## config.mk

```make
export PLATFORM = sky130hd
export DESIGN_NAME = cluster_ctrl_top
export DESIGN_NICKNAME = d
export VERILOG_FILES = /design/src/logic/cluster_ctrl_pkg.sv /design/src/logic/axi_lite_pkg.sv /design/src/logic/cluster_ctrl_top.sv /design/src/logic/core_run_tracker.sv /design/src/logic/ctrl_registers.sv /design/src/logic/axi_lite_regs.sv
export VERILOG_INCLUDE_DIRS = /design/src /design/src/logic
export SDC_FILE = /design/constraint.sdc
export NUM_CORES = 1
export LEC_CHECK = 0
export ABC_AREA = 1
export BUFFER_PORTS_ARGS = -buffer_cell sky130_fd_sc_hd__clkbuf_2
export CAP_MARGIN = 20
export CELL_PAD_IN_SITES_DETAIL_PLACEMENT = 1
export CELL_PAD_IN_SITES_GLOBAL_PLACEMENT = 1
export CORE_ASPECT_RATIO = 1.2
export CORE_MARGIN = 8
export CORE_UTILIZATION = 40
export CTS_CLUSTER_DIAMETER = 150
export DETAILED_ROUTE_END_ITERATION = 12
export GPL_TIMING_DRIVEN = 0
export PLACE_DENSITY_LB_ADDON = 0.08
export SETUP_SLACK_MARGIN = 0.5
export SYNTH_ARGS = -nofsm -noshare
export SYNTH_HDL_FRONTEND = slang
export SYNTH_SLANG_ARGS = --single-unit
```

## constraint.sdc

```tcl
create_clock -name clk_i -period 6.5 [get_ports clk_i]
set_clock_uncertainty 0.15 [all_clocks]
set_input_delay 1.625 -clock clk_i [delete_from_list [all_inputs] [get_ports clk_i]]
set_output_delay 1.625 -clock clk_i [all_outputs]
set_load 0.01 [all_outputs]
```

## src/logic/cluster_defines.svh

```systemverilog
// ~~~~~~~~~~~~~~~~~~~~~~~~~~~~~~~~~~~~~~~~~~~~~~~~~~~~~~~~~~~~~~~~~~~~~
// cluster control block sizes
// bus widths, core count, register count and the TCDM window
// ~~~~~~~~~~~~~~~~~~~~~~~~~~~~~~~~~~~~~~~~~~~~~~~~~~~~~~~~~~~~~~~~~~~~~
`ifndef CLUSTER_DEFINES_SVH
`define CLUSTER_DEFINES_SVH

// register and AXI data width in bits
`define CLUSTER_DATA_WIDTH 32
// AXI address width in bits
`define CLUSTER_ADDR_WIDTH 32
// one strobe bit per data byte
`define CLUSTER_STRB_WIDTH (`CLUSTER_DATA_WIDTH / 8)

// cores in the cluster, width of wake and running vectors
`define CLUSTER_NUM_CORES 8
// one word per register
`define CLUSTER_NUM_REGS 6
// total bytes in the register file
`define CLUSTER_REG_BYTES (`CLUSTER_NUM_REGS * `CLUSTER_STRB_WIDTH)

// shared memory window reported to software
`define CLUSTER_TCDM_BASE 32'h1000_0000
`define CLUSTER_TCDM_SIZE 32'h0010_0000

`endif
```

## src/logic/cluster_ctrl_pkg.sv

```systemverilog
// ~~~~~~~~~~~~~~~~~~~~~~~~~~~~~~~~~~~~~~~~~~~~~~~~~~~~~~~~~~~~~~~~~~~~~
// cluster control register map
// byte offsets, read-only byte mask and the control output bundle
// ~~~~~~~~~~~~~~~~~~~~~~~~~~~~~~~~~~~~~~~~~~~~~~~~~~~~~~~~~~~~~~~~~~~~~
`include "cluster_defines.svh"

package cluster_ctrl_pkg;

  // byte offsets of the six registers
  // eoc and wake are writable, the rest are status
  localparam int unsigned EOC_OFFS        = 'h00;
  localparam int unsigned WAKE_OFFS       = 'h04;
  localparam int unsigned TCDM_START_OFFS = 'h08;
  localparam int unsigned TCDM_END_OFFS   = 'h0C;
  localparam int unsigned NUM_CORES_OFFS  = 'h10;
  localparam int unsigned RUNNING_OFFS    = 'h14;

  // one bit per register byte, set means the bus cannot write it
  // bytes 0..7 (eoc, wake) are writable, bytes 8..23 are not
  localparam logic [`CLUSTER_REG_BYTES-1:0] REG_READ_ONLY = {
    {(4 * `CLUSTER_STRB_WIDTH){1'b1}},
    {(2 * `CLUSTER_STRB_WIDTH){1'b0}}
  };

  // signals that leave the cluster towards the host side
  typedef struct packed {
    // end-of-computation word as last written
    logic [`CLUSTER_DATA_WIDTH-1:0] eoc;
    // one-cycle pulse after an eoc write
    logic                           eoc_valid;
    // one-cycle per-core wake pulse
    logic [`CLUSTER_NUM_CORES-1:0]  wake;
  } ctrl_out_t;

endpackage

```

## src/logic/axi_lite_pkg.sv

```systemverilog
// ~~~~~~~~~~~~~~~~~~~~~~~~~~~~~~~~~~~~~~~~~~~~~~~~~~~~~~~~~~~~~~~~~~~~~
// AXI4-Lite channel types
// payload structs for the five channels, request/response bundles
// ~~~~~~~~~~~~~~~~~~~~~~~~~~~~~~~~~~~~~~~~~~~~~~~~~~~~~~~~~~~~~~~~~~~~~
`include "cluster_defines.svh"

package axi_lite_pkg;

  // response codes, only the two used by the register file
  localparam logic [1:0] RESP_OKAY   = 2'b00;
  localparam logic [1:0] RESP_SLVERR = 2'b10;

  // write address
  typedef struct packed {
    logic [`CLUSTER_ADDR_WIDTH-1:0] addr;
    logic [2:0]                     prot;
  } aw_chan_t;

  // write data, one word with byte strobes
  typedef struct packed {
    logic [`CLUSTER_DATA_WIDTH-1:0] data;
    logic [`CLUSTER_STRB_WIDTH-1:0] strb;
  } w_chan_t;

  // write response
  typedef struct packed {
    logic [1:0] resp;
  } b_chan_t;

  // read address
  typedef struct packed {
    logic [`CLUSTER_ADDR_WIDTH-1:0] addr;
    logic [2:0]                     prot;
  } ar_chan_t;

  // read data
  typedef struct packed {
    logic [`CLUSTER_DATA_WIDTH-1:0] data;
    logic [1:0]                     resp;
  } r_chan_t;

  // master side: valids, b/r readies and request payloads
  typedef struct packed {
    logic     aw_valid;
    aw_chan_t aw;
    logic     w_valid;
    w_chan_t  w;
    logic     b_ready;
    logic     ar_valid;
    ar_chan_t ar;
    logic     r_ready;
  } req_t;

  // slave side: readies, b/r valids and response payloads
  typedef struct packed {
    logic     aw_ready;
    logic     w_ready;
    logic     b_valid;
    b_chan_t  b;
    logic     ar_ready;
    logic     r_valid;
    r_chan_t  r;
  } resp_t;

endpackage

```

## src/logic/cluster_ctrl_top.sv

```systemverilog
// ~~~~~~~~~~~~~~~~~~~~~~~~~~~~~~~~~~~~~~~~~~~~~~~~~~~~~~~~~~~~~~~~~~~~~
// cluster control top
// register block on AXI4-Lite plus the per-core run tracker
// ~~~~~~~~~~~~~~~~~~~~~~~~~~~~~~~~~~~~~~~~~~~~~~~~~~~~~~~~~~~~~~~~~~~~~
`timescale 1ns/1ns
`include "cluster_defines.svh"

module cluster_ctrl_top (
  input  logic                          clk_i,
  input  logic                          rst_i,
  input  axi_lite_pkg::req_t            axi_req_i,
  output axi_lite_pkg::resp_t           axi_resp_o,
  input  logic [`CLUSTER_NUM_CORES-1:0] core_done_i,
  output cluster_ctrl_pkg::ctrl_out_t   ctrl_o,
  output logic [`CLUSTER_NUM_CORES-1:0] running_o
);

  // register map, running mask comes back as status
  ctrl_registers ctrl_registers_inst (
    .clk_i      (clk_i),
    .rst_i      (rst_i),
    .axi_req_i  (axi_req_i),
    .axi_resp_o (axi_resp_o),
    .running_i  (running_o),
    .ctrl_o     (ctrl_o)
  );

  // wake pulses from the register block drive the tracker
  core_run_tracker core_run_tracker_inst (
    .clk_i       (clk_i),
    .rst_i       (rst_i),
    .wake_i      (ctrl_o.wake),
    .core_done_i (core_done_i),
    .running_o   (running_o)
  );

endmodule

```

## src/logic/core_run_tracker.sv

```systemverilog
// ~~~~~~~~~~~~~~~~~~~~~~~~~~~~~~~~~~~~~~~~~~~~~~~~~~~~~~~~~~~~~~~~~~~~~
// core run tracker
// one running bit per core, set by wake and cleared by done
// ~~~~~~~~~~~~~~~~~~~~~~~~~~~~~~~~~~~~~~~~~~~~~~~~~~~~~~~~~~~~~~~~~~~~~
`timescale 1ns/1ns
`include "cluster_defines.svh"

module core_run_tracker (
  input  logic                          clk_i,
  input  logic                          rst_i,
  // one-cycle wake pulse per core
  input  logic [`CLUSTER_NUM_CORES-1:0] wake_i,
  // core reports end of its work
  input  logic [`CLUSTER_NUM_CORES-1:0] core_done_i,
  output logic [`CLUSTER_NUM_CORES-1:0] running_o
);

  logic [`CLUSTER_NUM_CORES-1:0] running_q;
  logic [`CLUSTER_NUM_CORES-1:0] running_d;

  // clear on done first, then set on wake
  // so a wake in the same cycle keeps the core running
  always_comb begin
    running_d = running_q & ~core_done_i;
    running_d = running_d | wake_i;
  end

  always_ff @(posedge clk_i) begin
    if (rst_i) begin
      running_q <= '0;
    end else begin
      running_q <= running_d;
    end
  end

  assign running_o = running_q;

  // cores only finish work they were woken for
  done_running_a : assert property (@(posedge clk_i) disable iff (rst_i)
    (core_done_i & ~running_q) == '0);

endmodule

```

## src/logic/ctrl_registers.sv

```systemverilog
// ~~~~~~~~~~~~~~~~~~~~~~~~~~~~~~~~~~~~~~~~~~~~~~~~~~~~~~~~~~~~~~~~~~~~~
// cluster control register map
// eoc word with valid pulse, wake decode and status registers
// ~~~~~~~~~~~~~~~~~~~~~~~~~~~~~~~~~~~~~~~~~~~~~~~~~~~~~~~~~~~~~~~~~~~~~
`timescale 1ns/1ns
`include "cluster_defines.svh"

module ctrl_registers (
  input  logic                           clk_i,
  input  logic                           rst_i,
  input  axi_lite_pkg::req_t             axi_req_i,
  output axi_lite_pkg::resp_t            axi_resp_o,
  input  logic [`CLUSTER_NUM_CORES-1:0]  running_i,
  output cluster_ctrl_pkg::ctrl_out_t    ctrl_o
);

  localparam int unsigned DW     = `CLUSTER_DATA_WIDTH;
  localparam int unsigned AW     = `CLUSTER_ADDR_WIDTH;
  localparam int unsigned NC     = `CLUSTER_NUM_CORES;
  localparam int unsigned STRB_W = `CLUSTER_STRB_WIDTH;
  localparam int unsigned NBYTES = `CLUSTER_REG_BYTES;

  logic [NBYTES-1:0]   wr_active;
  logic [NBYTES-1:0]   wr_active_q;
  logic [NBYTES*8-1:0] reg_d;
  logic [NBYTES-1:0]   reg_load;
  logic [NBYTES*8-1:0] reg_q;
  logic [DW-1:0]       wake_val;

  axi_lite_regs axi_lite_regs_inst (
    .clk_i       (clk_i),
    .rst_i       (rst_i),
    .axi_req_i   (axi_req_i),
    .axi_resp_o  (axi_resp_o),
    .wr_active_o (wr_active),
    .reg_d_i     (reg_d),
    .reg_load_i  (reg_load),
    .reg_q_o     (reg_q)
  );

  // load port: reset values while in reset, running mask afterwards
  // status words other than running keep their reset value
  always_comb begin
    reg_d    = '0;
    reg_load = '0;
    if (rst_i) begin
      reg_load = '1;
      reg_d[8*cluster_ctrl_pkg::TCDM_START_OFFS +: DW] = `CLUSTER_TCDM_BASE;
      reg_d[8*cluster_ctrl_pkg::TCDM_END_OFFS +: DW]   =
        `CLUSTER_TCDM_BASE + `CLUSTER_TCDM_SIZE;
      reg_d[8*cluster_ctrl_pkg::NUM_CORES_OFFS +: DW]  = DW'(NC);
    end else begin
      reg_load[cluster_ctrl_pkg::RUNNING_OFFS +: STRB_W] = '1;
      reg_d[8*cluster_ctrl_pkg::RUNNING_OFFS +: DW]      = DW'(running_i);
    end
  end

  // one cycle delay so the pulses line up with the updated register
  always_ff @(posedge clk_i) begin
    if (rst_i) begin
      wr_active_q <= '0;
    end else begin
      wr_active_q <= wr_active;
    end
  end

  assign ctrl_o.eoc       = reg_q[8*cluster_ctrl_pkg::EOC_OFFS +: DW];
  assign ctrl_o.eoc_valid = |wr_active_q[cluster_ctrl_pkg::EOC_OFFS +: STRB_W];

  assign wake_val = reg_q[8*cluster_ctrl_pkg::WAKE_OFFS +: DW];

  // index below core count wakes one core, all ones wakes all
  always_comb begin
    ctrl_o.wake = '0;
    if (|wr_active_q[cluster_ctrl_pkg::WAKE_OFFS +: STRB_W]) begin
      for (int c = 0; c < NC; c++) begin
        ctrl_o.wake[c] = (wake_val == DW'(c));
      end
      if (wake_val == {DW{1'b1}}) begin
        ctrl_o.wake = '1;
      end
    end
  end

  // a wake pulse needs a strobed bus write to the wake word at the previous edge
  wake_src_a : assert property (@(posedge clk_i) disable iff (rst_i)
    |ctrl_o.wake |-> $past(axi_req_i.aw_valid && axi_resp_o.aw_ready &&
      (|axi_req_i.w.strb) &&
      axi_req_i.aw.addr[AW-1:2] == (AW-2)'(cluster_ctrl_pkg::WAKE_OFFS / 4)));

endmodule

```

## src/logic/axi_lite_regs.sv

```systemverilog
// ~~~~~~~~~~~~~~~~~~~~~~~~~~~~~~~~~~~~~~~~~~~~~~~~~~~~~~~~~~~~~~~~~~~~~
// AXI4-Lite byte register file
// strobed writes with a read-only mask, per-byte write flags and a
// hardware load port for status bytes
// ~~~~~~~~~~~~~~~~~~~~~~~~~~~~~~~~~~~~~~~~~~~~~~~~~~~~~~~~~~~~~~~~~~~~~
`timescale 1ns/1ns
`include "cluster_defines.svh"

module axi_lite_regs (
  input  logic                                    clk_i,
  input  logic                                    rst_i,
  input  axi_lite_pkg::req_t                      axi_req_i,
  output axi_lite_pkg::resp_t                     axi_resp_o,
  output logic [`CLUSTER_REG_BYTES-1:0]           wr_active_o,
  input  logic [`CLUSTER_REG_BYTES*8-1:0]         reg_d_i,
  input  logic [`CLUSTER_REG_BYTES-1:0]           reg_load_i,
  output logic [`CLUSTER_REG_BYTES*8-1:0]         reg_q_o
);

  localparam int unsigned REG_BYTES = `CLUSTER_REG_BYTES;
  localparam int unsigned STRB_W    = `CLUSTER_STRB_WIDTH;
  localparam int unsigned AW        = `CLUSTER_ADDR_WIDTH;
  localparam int unsigned DW        = `CLUSTER_DATA_WIDTH;

  // register storage, byte granular
  logic [REG_BYTES-1:0][7:0] reg_q;

  // write side
  logic                 wr_hs;
  logic                 wr_in_range;
  logic                 wr_err;
  logic [REG_BYTES-1:0] wr_sel;
  logic                 bvalid_q;
  axi_lite_pkg::b_chan_t b_q;

  // read side
  logic                 rd_hs;
  logic                 rd_in_range;
  logic [DW-1:0]        rd_data;
  logic                 rvalid_q;
  axi_lite_pkg::r_chan_t r_q;

  // aw and w are taken together, only with no response waiting
  assign wr_hs = axi_req_i.aw_valid && axi_req_i.w_valid && !bvalid_q;
  // one read in flight at most
  assign rd_hs = axi_req_i.ar_valid && !rvalid_q;

  // write decode
  always_comb begin
    wr_in_range = axi_req_i.aw.addr < AW'(REG_BYTES);
    // bytes of the addressed word that carry a strobe
    for (int i = 0; i < REG_BYTES; i++) begin
      wr_sel[i] = (axi_req_i.aw.addr[AW-1:2] == (AW-2)'(i / STRB_W)) &&
                  axi_req_i.w.strb[i % STRB_W];
    end
    // any strobed read-only byte rejects the whole write
    wr_err = !wr_in_range || (|(wr_sel & cluster_ctrl_pkg::REG_READ_ONLY));
    wr_active_o = (wr_hs && !wr_err) ? wr_sel : '0;
  end

  // read mux, zero outside the map
  always_comb begin
    rd_in_range = axi_req_i.ar.addr < AW'(REG_BYTES);
    rd_data     = '0;
    for (int w = 0; w < REG_BYTES / STRB_W; w++) begin
      if (axi_req_i.ar.addr[AW-1:2] == (AW-2)'(w)) begin
        rd_data = reg_q[w*STRB_W +: STRB_W];
      end
    end
  end

  // response handshake state
  always_ff @(posedge clk_i) begin
    if (rst_i) begin
      bvalid_q <= 1'b0;
      rvalid_q <= 1'b0;
    end else begin
      if (wr_hs) begin
        bvalid_q <= 1'b1;
      end else if (axi_req_i.b_ready) begin
        bvalid_q <= 1'b0;
      end
      if (rd_hs) begin
        rvalid_q <= 1'b1;
      end else if (axi_req_i.r_ready) begin
        rvalid_q <= 1'b0;
      end
    end
  end

  // response payloads, captured at the handshake
  always_ff @(posedge clk_i) begin
    if (wr_hs) begin
      b_q.resp <= wr_err ? axi_lite_pkg::RESP_SLVERR : axi_lite_pkg::RESP_OKAY;
    end
    if (rd_hs) begin
      r_q.data <= rd_data;
      r_q.resp <= rd_in_range ? axi_lite_pkg::RESP_OKAY : axi_lite_pkg::RESP_SLVERR;
    end
  end

  // byte update, bus write first, then hardware load
  // wr_active never covers read-only bytes so the load owns those
  always_ff @(posedge clk_i) begin
    for (int i = 0; i < REG_BYTES; i++) begin
      if (wr_active_o[i]) begin
        reg_q[i] <= axi_req_i.w.data[8*(i % STRB_W) +: 8];
      end else if (reg_load_i[i]) begin
        reg_q[i] <= reg_d_i[8*i +: 8];
      end
    end
  end

  assign reg_q_o = reg_q;

  assign axi_resp_o.aw_ready = wr_hs;
  assign axi_resp_o.w_ready  = wr_hs;
  assign axi_resp_o.b_valid  = bvalid_q;
  assign axi_resp_o.b        = b_q;
  assign axi_resp_o.ar_ready = !rvalid_q;
  assign axi_resp_o.r_valid  = rvalid_q;
  assign axi_resp_o.r        = r_q;

  // B and its payload must stay put until the master takes it
  b_hold_a : assert property (@(posedge clk_i) disable iff (rst_i)
    axi_resp_o.b_valid && !axi_req_i.b_ready |=>
      axi_resp_o.b_valid && $stable(axi_resp_o.b));

  // same for R
  r_hold_a : assert property (@(posedge clk_i) disable iff (rst_i)
    axi_resp_o.r_valid && !axi_req_i.r_ready |=>
      axi_resp_o.r_valid && $stable(axi_resp_o.r));

endmodule

```

==> results.txt, run 1 <==
The run finished with clean final reports. The instance count on the critical path works out to 5. For this run, the total global-route usage over all layers was measured as 18.6%. After synthesis the netlist holds a flip-flop and latch count of 244. The leakage dissipation is 6.08 nW, and the number of antenna violations at the first check in global routing is 0.

The area of the core region is 26000 um2, and the largest fanout on the critical path is 8. A synthesized cell averages 10.2 um2. After clock tree synthesis, the clock-pin slew on the worst setup and hold paths is 0.06 ns.

VDD sags by at most 185 uV. The filler cells instantiated in the layout total 3045. The logs give 0 for the number of maximum-capacitance violations and 0 for the number of slew-limit violations in the final report. The required time of the critical path is 4.72 ns, and the die footprint is 31600 um2. The routed design has 28.9 mm of wire. Along the worst hold path, the cell count comes to 2. For this design, the CTS-stage hold fixing added 0 buffers. The ratio of cells with drive above 1 in the final layout came out at 24.4%.

The post-route DRC violation count is 0. After synthesis, the most frequently instantiated cells are nand2_1, edfxtp_1, nor2_1. The horizontal extent of the die was 164 um; the number of buffer and inverter instances along the worst setup path was 1. The tightest slew margin relative to the limit was 46.9%; the initial core utilization was 40.1%.

The first global-routing pass estimated 45.4 mm of wire. The Yosys step of the flow raised 0 warnings. The tools report the startpoint class of the critical path as a register. The logs give 0 for the final-report setup violation count and 211 for the top-level port count. The finished cells cover 13100 um2. The logs give 54.0% for the sequential cell fraction of total power and 5.1% for the combinational share of power. Cell with the most instances after synthesis: nand2_1. In this run the core area contains 65 standard-cell rows. The run gives 10400 um2 as the post-synthesis instance area. Setup repair after global routing left no endpoint under its margin. The part of the total power dissipated in the clock network is 40.9%, and the total congestion overflow is 0. The cell type with the highest aggregate area in the netlist is edfxtp_1. For this run, the slowest stage of the critical path takes 0.50 ns. The worst setup path endpoint is ctrl_o[2]. Post-CTS timing repair inserted 0 buffers for setup. Clock tree synthesis found a total of 244 sinks.

In this run, post-CTS repair resized a total of 0 instances. The repair_antennas step left the layout with diodes totalling 0. The number of detailed-routing iterations run before antenna repair was 4; the insertion delay to the later sink of the worst-skew pair was 0.52 ns.

Gate family responsible for the most delay along the worst path: simple AND/OR/NAND/NOR gates. The final period demand of the worst path came out at 4.35 ns. The net count reported at finish was 1492; the final weighted congestion in routability-driven placement was 0.803. The start-to-end type of the worst setup path was register to output port. The worst register-to-register path has a setup slack of 4.26 ns. The number of buffers created by CTS came out at 25. Post-synthesis instance total: 1028. Of the available clock period, the critical path in the final layout requires 66.9%.

The H-tree depth came out at 1. In this run the remaining antenna-violating nets after routing total 0. Wire length per cell: 16.8 um. The number of enable flip-flop cells after synthesis came out at 194. Entering global routing, the biggest net connects 26 pins. TritonCTS built the clock tree. Data arrives at the worst endpoint at 2.57 ns. In this run the deepest clock path goes through 3 buffers. For the pin with the worst max-slew slack, the measured transition is 0.797 ns. Adding up every negative setup slack in the final design gives 0 ns. Net switching is 21.1% of the power. In the routed layout, each cell is associated on average with a via count of 4.57. CTS placed an instance of clkbuf_16 at the clock tree root. The internal power of the cells totals 2.65 mW. The fmax was 230 MHz; the DRC violation total after the first TritonRoute iteration was 331. For the number of different library cells in the post-synthesis netlist, the log shows 32.

The routed layout has 7877 vias. Among all stages on the critical path, the largest delay is contributed by edfxtp_1. Summed over all nets, the switching power comes to 0.710 mW. By area the synthesized netlist is led by edfxtp_1, dfxtp_1, nand2_1. The via count of the first global-routing pass is 8600, and the growth of design area from synthesis to finish is 25.6%.

The worst reg-to-reg path cell count came out at 6. The fraction of synthesized cell area taken by the top area cell type is 55.8%, and the number of hold violations in the final report is 0. Number of buffer cells added on primary ports: 197. Detailed placement ended at an HPWL of 23.1 mm. Proportion of synthesized chip area in sequential cells: 65.3%.

The most common flop cell mapped by yosys was edfxtp_1. The total power density per cell area was 256 nW/um2. The area after detailed placement was 12300 um2. The kind of path behind the tightest hold check was register to register.

Traced cell by cell, the critical path runs through nand4_1 > nor4_1 > nand3_1 > a21oi_1 > clkbuf_2. The worst setup path is captured at an output port. The die is 193 um tall. In the synthesized netlist the async set-or-reset flop fraction comes to 0%. The tools report the total power after layout as 3.36 mW. The endpoint identified for the worst register-to-register timing path is core_run_tracker_inst.running_o[2].
## state kept, by name (all words and copies together), names as in the netlist
signal                                             flops
core_run_tracker_inst.running_o                        8
ctrl_registers_inst.axi_lite_regs_inst.axi_resp_o     33
ctrl_registers_inst.axi_lite_regs_inst.b_q             1
ctrl_registers_inst.axi_lite_regs_inst.bvalid_q        1
ctrl_registers_inst.axi_lite_regs_inst.reg_q_o       192
ctrl_registers_inst.axi_lite_regs_inst.rvalid_q        1
ctrl_registers_inst.wr_active_q                        8
## cell type report
cell class,count,area [um2],area share (%)
repair buffers,199,1020,7.80
clock inverters,10,80.1,0.610
plain buffers,84,473,3.60
clock buffers,35,713,5.43
well taps,335,419,3.19
inverters,121,454,3.46
multi-input cells,696,3130,23.9
flip-flops and latches,244,6830,52.0
## worst reg2reg max path: cells and delay by family (launching register included)
kind,cells,cell delay (ns)
flip-flops,1,0.50
AO/OA/AOI/OAI,2,0.43
AND/OR/NAND/NOR,4,1.10
## how the worst min path moves through the flow
stage                                                               end                               start  slack, ns
global placement    ctrl_registers_inst.axi_lite_regs_inst.reg_q_o[167]  core_run_tracker_inst.running_o[7]       0.30
global route        ctrl_registers_inst.axi_lite_regs_inst.reg_q_o[167]  core_run_tracker_inst.running_o[7]       0.36
floorplan           ctrl_registers_inst.axi_lite_regs_inst.reg_q_o[160]  core_run_tracker_inst.running_o[0]       0.32
CTS                 ctrl_registers_inst.axi_lite_regs_inst.reg_q_o[167]  core_run_tracker_inst.running_o[7]       0.32
finish              ctrl_registers_inst.axi_lite_regs_inst.reg_q_o[167]  core_run_tracker_inst.running_o[7]       0.32
detailed placement  ctrl_registers_inst.axi_lite_regs_inst.reg_q_o[167]  core_run_tracker_inst.running_o[7]       0.31
## routing by layer
metal  up-vias  wire length [um]  share of wire [%]  global-route usage (%)
met5         -                 0                  0                       0
met3        39              1160                4.0                    2.80
met1      3768             12000                 41                    21.8
li1       3903                 -                  -                       -
met2       167             15100                 52                    34.5
met4         0               672                2.3                    5.11
## power groups by stage
stage | Clock, mW | Sequential, mW | Combinational [mW]
2_1_floorplan | 0 | 1.84 | 0.0817
3_3_place_gp | 0 | 1.84 | 0.163
3_5_place_dp | 0 | 1.85 | 0.171
4_1_cts | 1.41 | 1.82 | 0.172
5_1_grt | 1.46 | 1.83 | 0.192
6_report | 1.38 | 1.82 | 0.170
## metrics by stage
stage / utilization [%] / hold slack [ns] / cells / worst slack [ns]
6_report: 50.4 / 0.323 / 1724 / 2.15
2_1_floorplan: - / 0.319 / 1145 / 2.59
4_1_cts: 50.4 / 0.324 / 1724 / 2.05
3_5_place_dp: 47.4 / 0.311 / 1679 / 2.25
3_3_place_gp: 47.2 / 0.304 / 1677 / 2.27
5_1_grt: 50.4 / 0.356 / 1724 / 2.00
## placed cells by master, fill, tap and decap left out, drive strengths merged, types with 2 or more instances in the layout
master	n
clkbuf	269
nand2	217
edfxtp	194
nor2	147
inv	122
conb	118
nand3	55
dfxtp	50
buf	48
o21ai	44
a21oi	40
nand4	31
or2	27
clkinv	8
nor3	5
o211ai	3
nor4	2
and2	2
## cells by family after synthesis
logic type / synth area share (%)
compound gates: 4.53
buf+inv: 8.87
flops: 65.3
other cells: 0.0359
simple gates: 21.2
No activity file was read; power rests on OpenSTA's default activity.
==> run 2: changes to the inputs <==
--- a/config.mk
+++ b/config.mk
@@ -13,7 +13,7 @@
 export CELL_PAD_IN_SITES_GLOBAL_PLACEMENT = 1
 export CORE_ASPECT_RATIO = 1.2
 export CORE_MARGIN = 8
-export CORE_UTILIZATION = 40
+export CORE_UTILIZATION = 38
 export CTS_CLUSTER_DIAMETER = 150
 export DETAILED_ROUTE_END_ITERATION = 12
 export GPL_TIMING_DRIVEN = 0
==> constraint.sdc (replaced) <==
create_clock -name clk_i -period 3.5 [get_ports clk_i]
set_clock_uncertainty 0.15 [all_clocks]
set_input_delay 0.875 -clock clk_i [delete_from_list [all_inputs] [get_ports clk_i]]
set_output_delay 0.875 -clock clk_i [all_outputs]
set_load 0.01 [all_outputs]
==> run 2 against run 1 <==
  * Sequential share of layout area down 0.37 points
  * Design area up 0.72%
  * Die area up 4.8%
  * Sequential cell count unchanged
  * Non-clock buffer count up 3
  * Count of clock-buffer cells in the layout down 5
  * Sequential power up 85%
  * Via count down 0.90%
  * Core utilization down 1.6 points
  * Worst hold slack better by 0.0025 ns
  * Critical path depth unchanged
  * Combinational power up 86%
  * Largest power group unchanged
==> results.txt, run 2 (synthesis gave the netlist of run 1 again) <==
The final-report setup violation count came out at 0. The peak supply drop was 293 uV. The largest fanout on the critical path was 8; the final instance area was 13200 um2. Slowest cell on the critical path: edfxtp_1.

In this design, the largest share of critical-path delay is due to simple AND/OR/NAND/NOR gates. Row generation in the floorplan step produced 66 rows. For the number of hold violations in the final report, the log shows 0. The first global-routing pass estimated 44.3 mm of wire. The library cells used most frequently in the layout, excluding fill and tap cells, are nand2_1, clkbuf_2, edfxtp_1.

The worst hold path belongs to the class register to register. The first routing iteration left 242 violations. The placed instances occupy a cell area of 12300 um2.

The floorplan step defined a core boundary enclosing 27100 um2. H-tree depth: 1. The tools report the number of antenna violations at the first check in global routing as 0. The clock slew seen by the registers of the worst setup and hold paths was 0.06 ns. In this run the remaining antenna-violating nets after routing total 0. For this design the top-level I/O count stands at 211. The die is 167 um wide. Timing would allow up to 312 MHz.

The run gives 244 as the total number of clock tree sinks. The cell depth of the worst hold path was 2. Global routing finished with a remaining overflow of 0. In this run the vertical extent of the chip is 198 um. In the final layout, the share of cells above drive strength 1 is 25.6%. The detailed router placed 7806 vias in this run. The growth of design area from synthesis to finish was 26.5%; the net count reported at finish was 1495.

The global routing's busiest layer was met2. Flip-flop count of the largest register, all copies and words added: 192. Global routing consumed, on the met1 layer, 20.2% of the routing resources.

The run gives 6.13 nW as the leakage dissipation. Setup repair after global routing could not meet its margin everywhere. The run gives 0.825 as the final weighted congestion in routability-driven placement. The final critical path takes up 91.7% of the cycle. The critical path's largest stage delay came out at 0.48 ns.

The worst reg-to-reg path cell count was 5. The die covers 33100 um2. The flow ran to the end, and the final reports show no timing, DRC or antenna violations.

For the required time of the critical path, the log shows 2.47 ns. The tools report the critical path endpoint category as an output port. Aggregate routed wire length: 28.5 mm. The worst setup path is of the register to output port kind. TritonCTS built the clock tree. The number of buffer and inverter instances along the worst setup path is 1. The routed design could run at a clock period as short as 3.21 ns.

The ratio of routed vias to standard cells came out at 4.50. For the worst-skew pair, the clock arrives at the later sink with an insertion delay of 0.52 ns. Number of detailed-routing iterations run before antenna repair: 4. The instance count on the critical path was 5.

The global routing usage on met3 is 3.14%, and the met2 track demand over resource is 31.0%. The total power density per cell area was 474 nW/um2; the tightest slew margin relative to the limit was 51.2%. 0 antenna diodes ended up in the layout. The logs give 8287 for the via count of the first global-routing pass and 25 for the number of buffers created by CTS. Power comes to 6.27 mW. The tools report the global-route usage over all layers as 17.1%. The run gives 38.6% as the initial core utilization.

Entering global routing, the biggest net connects 25 pins. The logs give 22.6 mm for the HPWL reported at the end of detailed placement and 0 for the number of slew-limit violations in the final report. The number of buffer cells added on primary ports was 197. The final core utilization was 48.8%; the wire length per cell was 16.4 um. The most frequent standard cell in the layout excluding fill and tap cells is nand2_1.

Cell chosen for the clock root: clkbuf_16. No sink is reached through more buffers than the 3 on the longest clock path. The signal on the critical path passes through nand4_1 > nor4_4 > nand3_4 > a21oi_1 > clkbuf_2. Slew of the pin with the lowest slew margin: 0.733 ns. For this run, design rule violations remaining after detail routing come to 0. The logs give 3161 for the number of fillers in the final layout and 2.18 ns for the data arrival time of the critical path. Across the run, the number of max-cap violations was 0. The worst setup path is launched from a register.
run 2: changes by cell type in the layout (fill, tap and decap cells not counted), moves of 2 or more:
cell	before	now
clkinv_2	5	11
clkbuf_8	5	1
buf_4	40	43
nor3_1	5	2
a21oi_2	0	2
clkbuf_1	42	40
nand3_1	54	52
a21oi_1	40	38
nor3_4	0	2
run 2: tightest hold or removal path: cells and delay by family (launching register included):
| family | cells | cell delay [ns] |
|---|---|---|
| AND/OR/NAND/NOR | 1 | 0.06 |
| buffers and inverters | 1 | 0.06 |
| flip-flops | 1 | 0.30 |
run 2: layout make-up:
| cell class | count | area (um2) | area share (%) |
|---|---|---|---|
| Multi-Input combinational cell | 696 | 3210 | 24.3 |
| Tap cell | 340 | 425 | 3.22 |
| Inverter | 121 | 454 | 3.44 |
| Sequential cell | 244 | 6830 | 51.6 |
| Clock inverter | 16 | 136 | 1.03 |
| Timing Repair Buffer | 202 | 1040 | 7.88 |
| Clock buffer | 30 | 654 | 4.95 |
| Buffer | 84 | 474 | 3.59 |
run 2: report_power, final:
part,switching [mW],internal (mW),leakage (nW)
clock network,1.10,1.48,0.401
logic,0.188,0.128,3.45
registers,0.0665,3.30,2.28
total,1.35,4.92,6.13
run 2: per-stage QoR:
| stage | hold WS, ns | setup slack, ns | std cells | setup TNS (ns) |
|---|---|---|---|---|
| floorplan | 0.319 | 0.780 | 1145 | 0 |
| global placement | 0.318 | 0.00598 | 1682 | 0 |
| detailed placement | 0.324 | -0.0768 | 1684 | -2.90 |
| CTS | 0.327 | 0.209 | 1731 | 0 |
| global route | 0.334 | 0.170 | 1733 | 0 |
| finish | 0.325 | 0.292 | 1733 | 0 |
run 2: final timing paths:
| check | startpoint | end | slack (ns) |
|---|---|---|---|
| setup / recovery | register | ctrl_o[1] | 0.29 |
| hold / removal | core_run_tracker_inst.running_o[0] | ctrl_registers_inst.axi_lite_regs_inst.reg_q_o[160] | 0.33 |
| setup reg to reg | ctrl_registers_inst.axi_lite_regs_inst.bvalid_q | register | 1.41 |
| hold reg to reg | core_run_tracker_inst.running_o[0] | ctrl_registers_inst.axi_lite_regs_inst.reg_q_o[160] | 0.33 |
run 2: layer usage:
metal,vias up,wire [um]
met4,0,729
met2,156,14700
met5,-,0
met3,46,1200
li1,3922,-
met1,3682,11900
run 2: timing repair:
action | CTS | global route
gates cloned | 0 | 0
hold buffers | 0 | 0
pin swaps | 1 | 1
setup buffers | 1 | 2
endpoints found under the setup margin | 32 | 8
resized for setup | 8 | 7
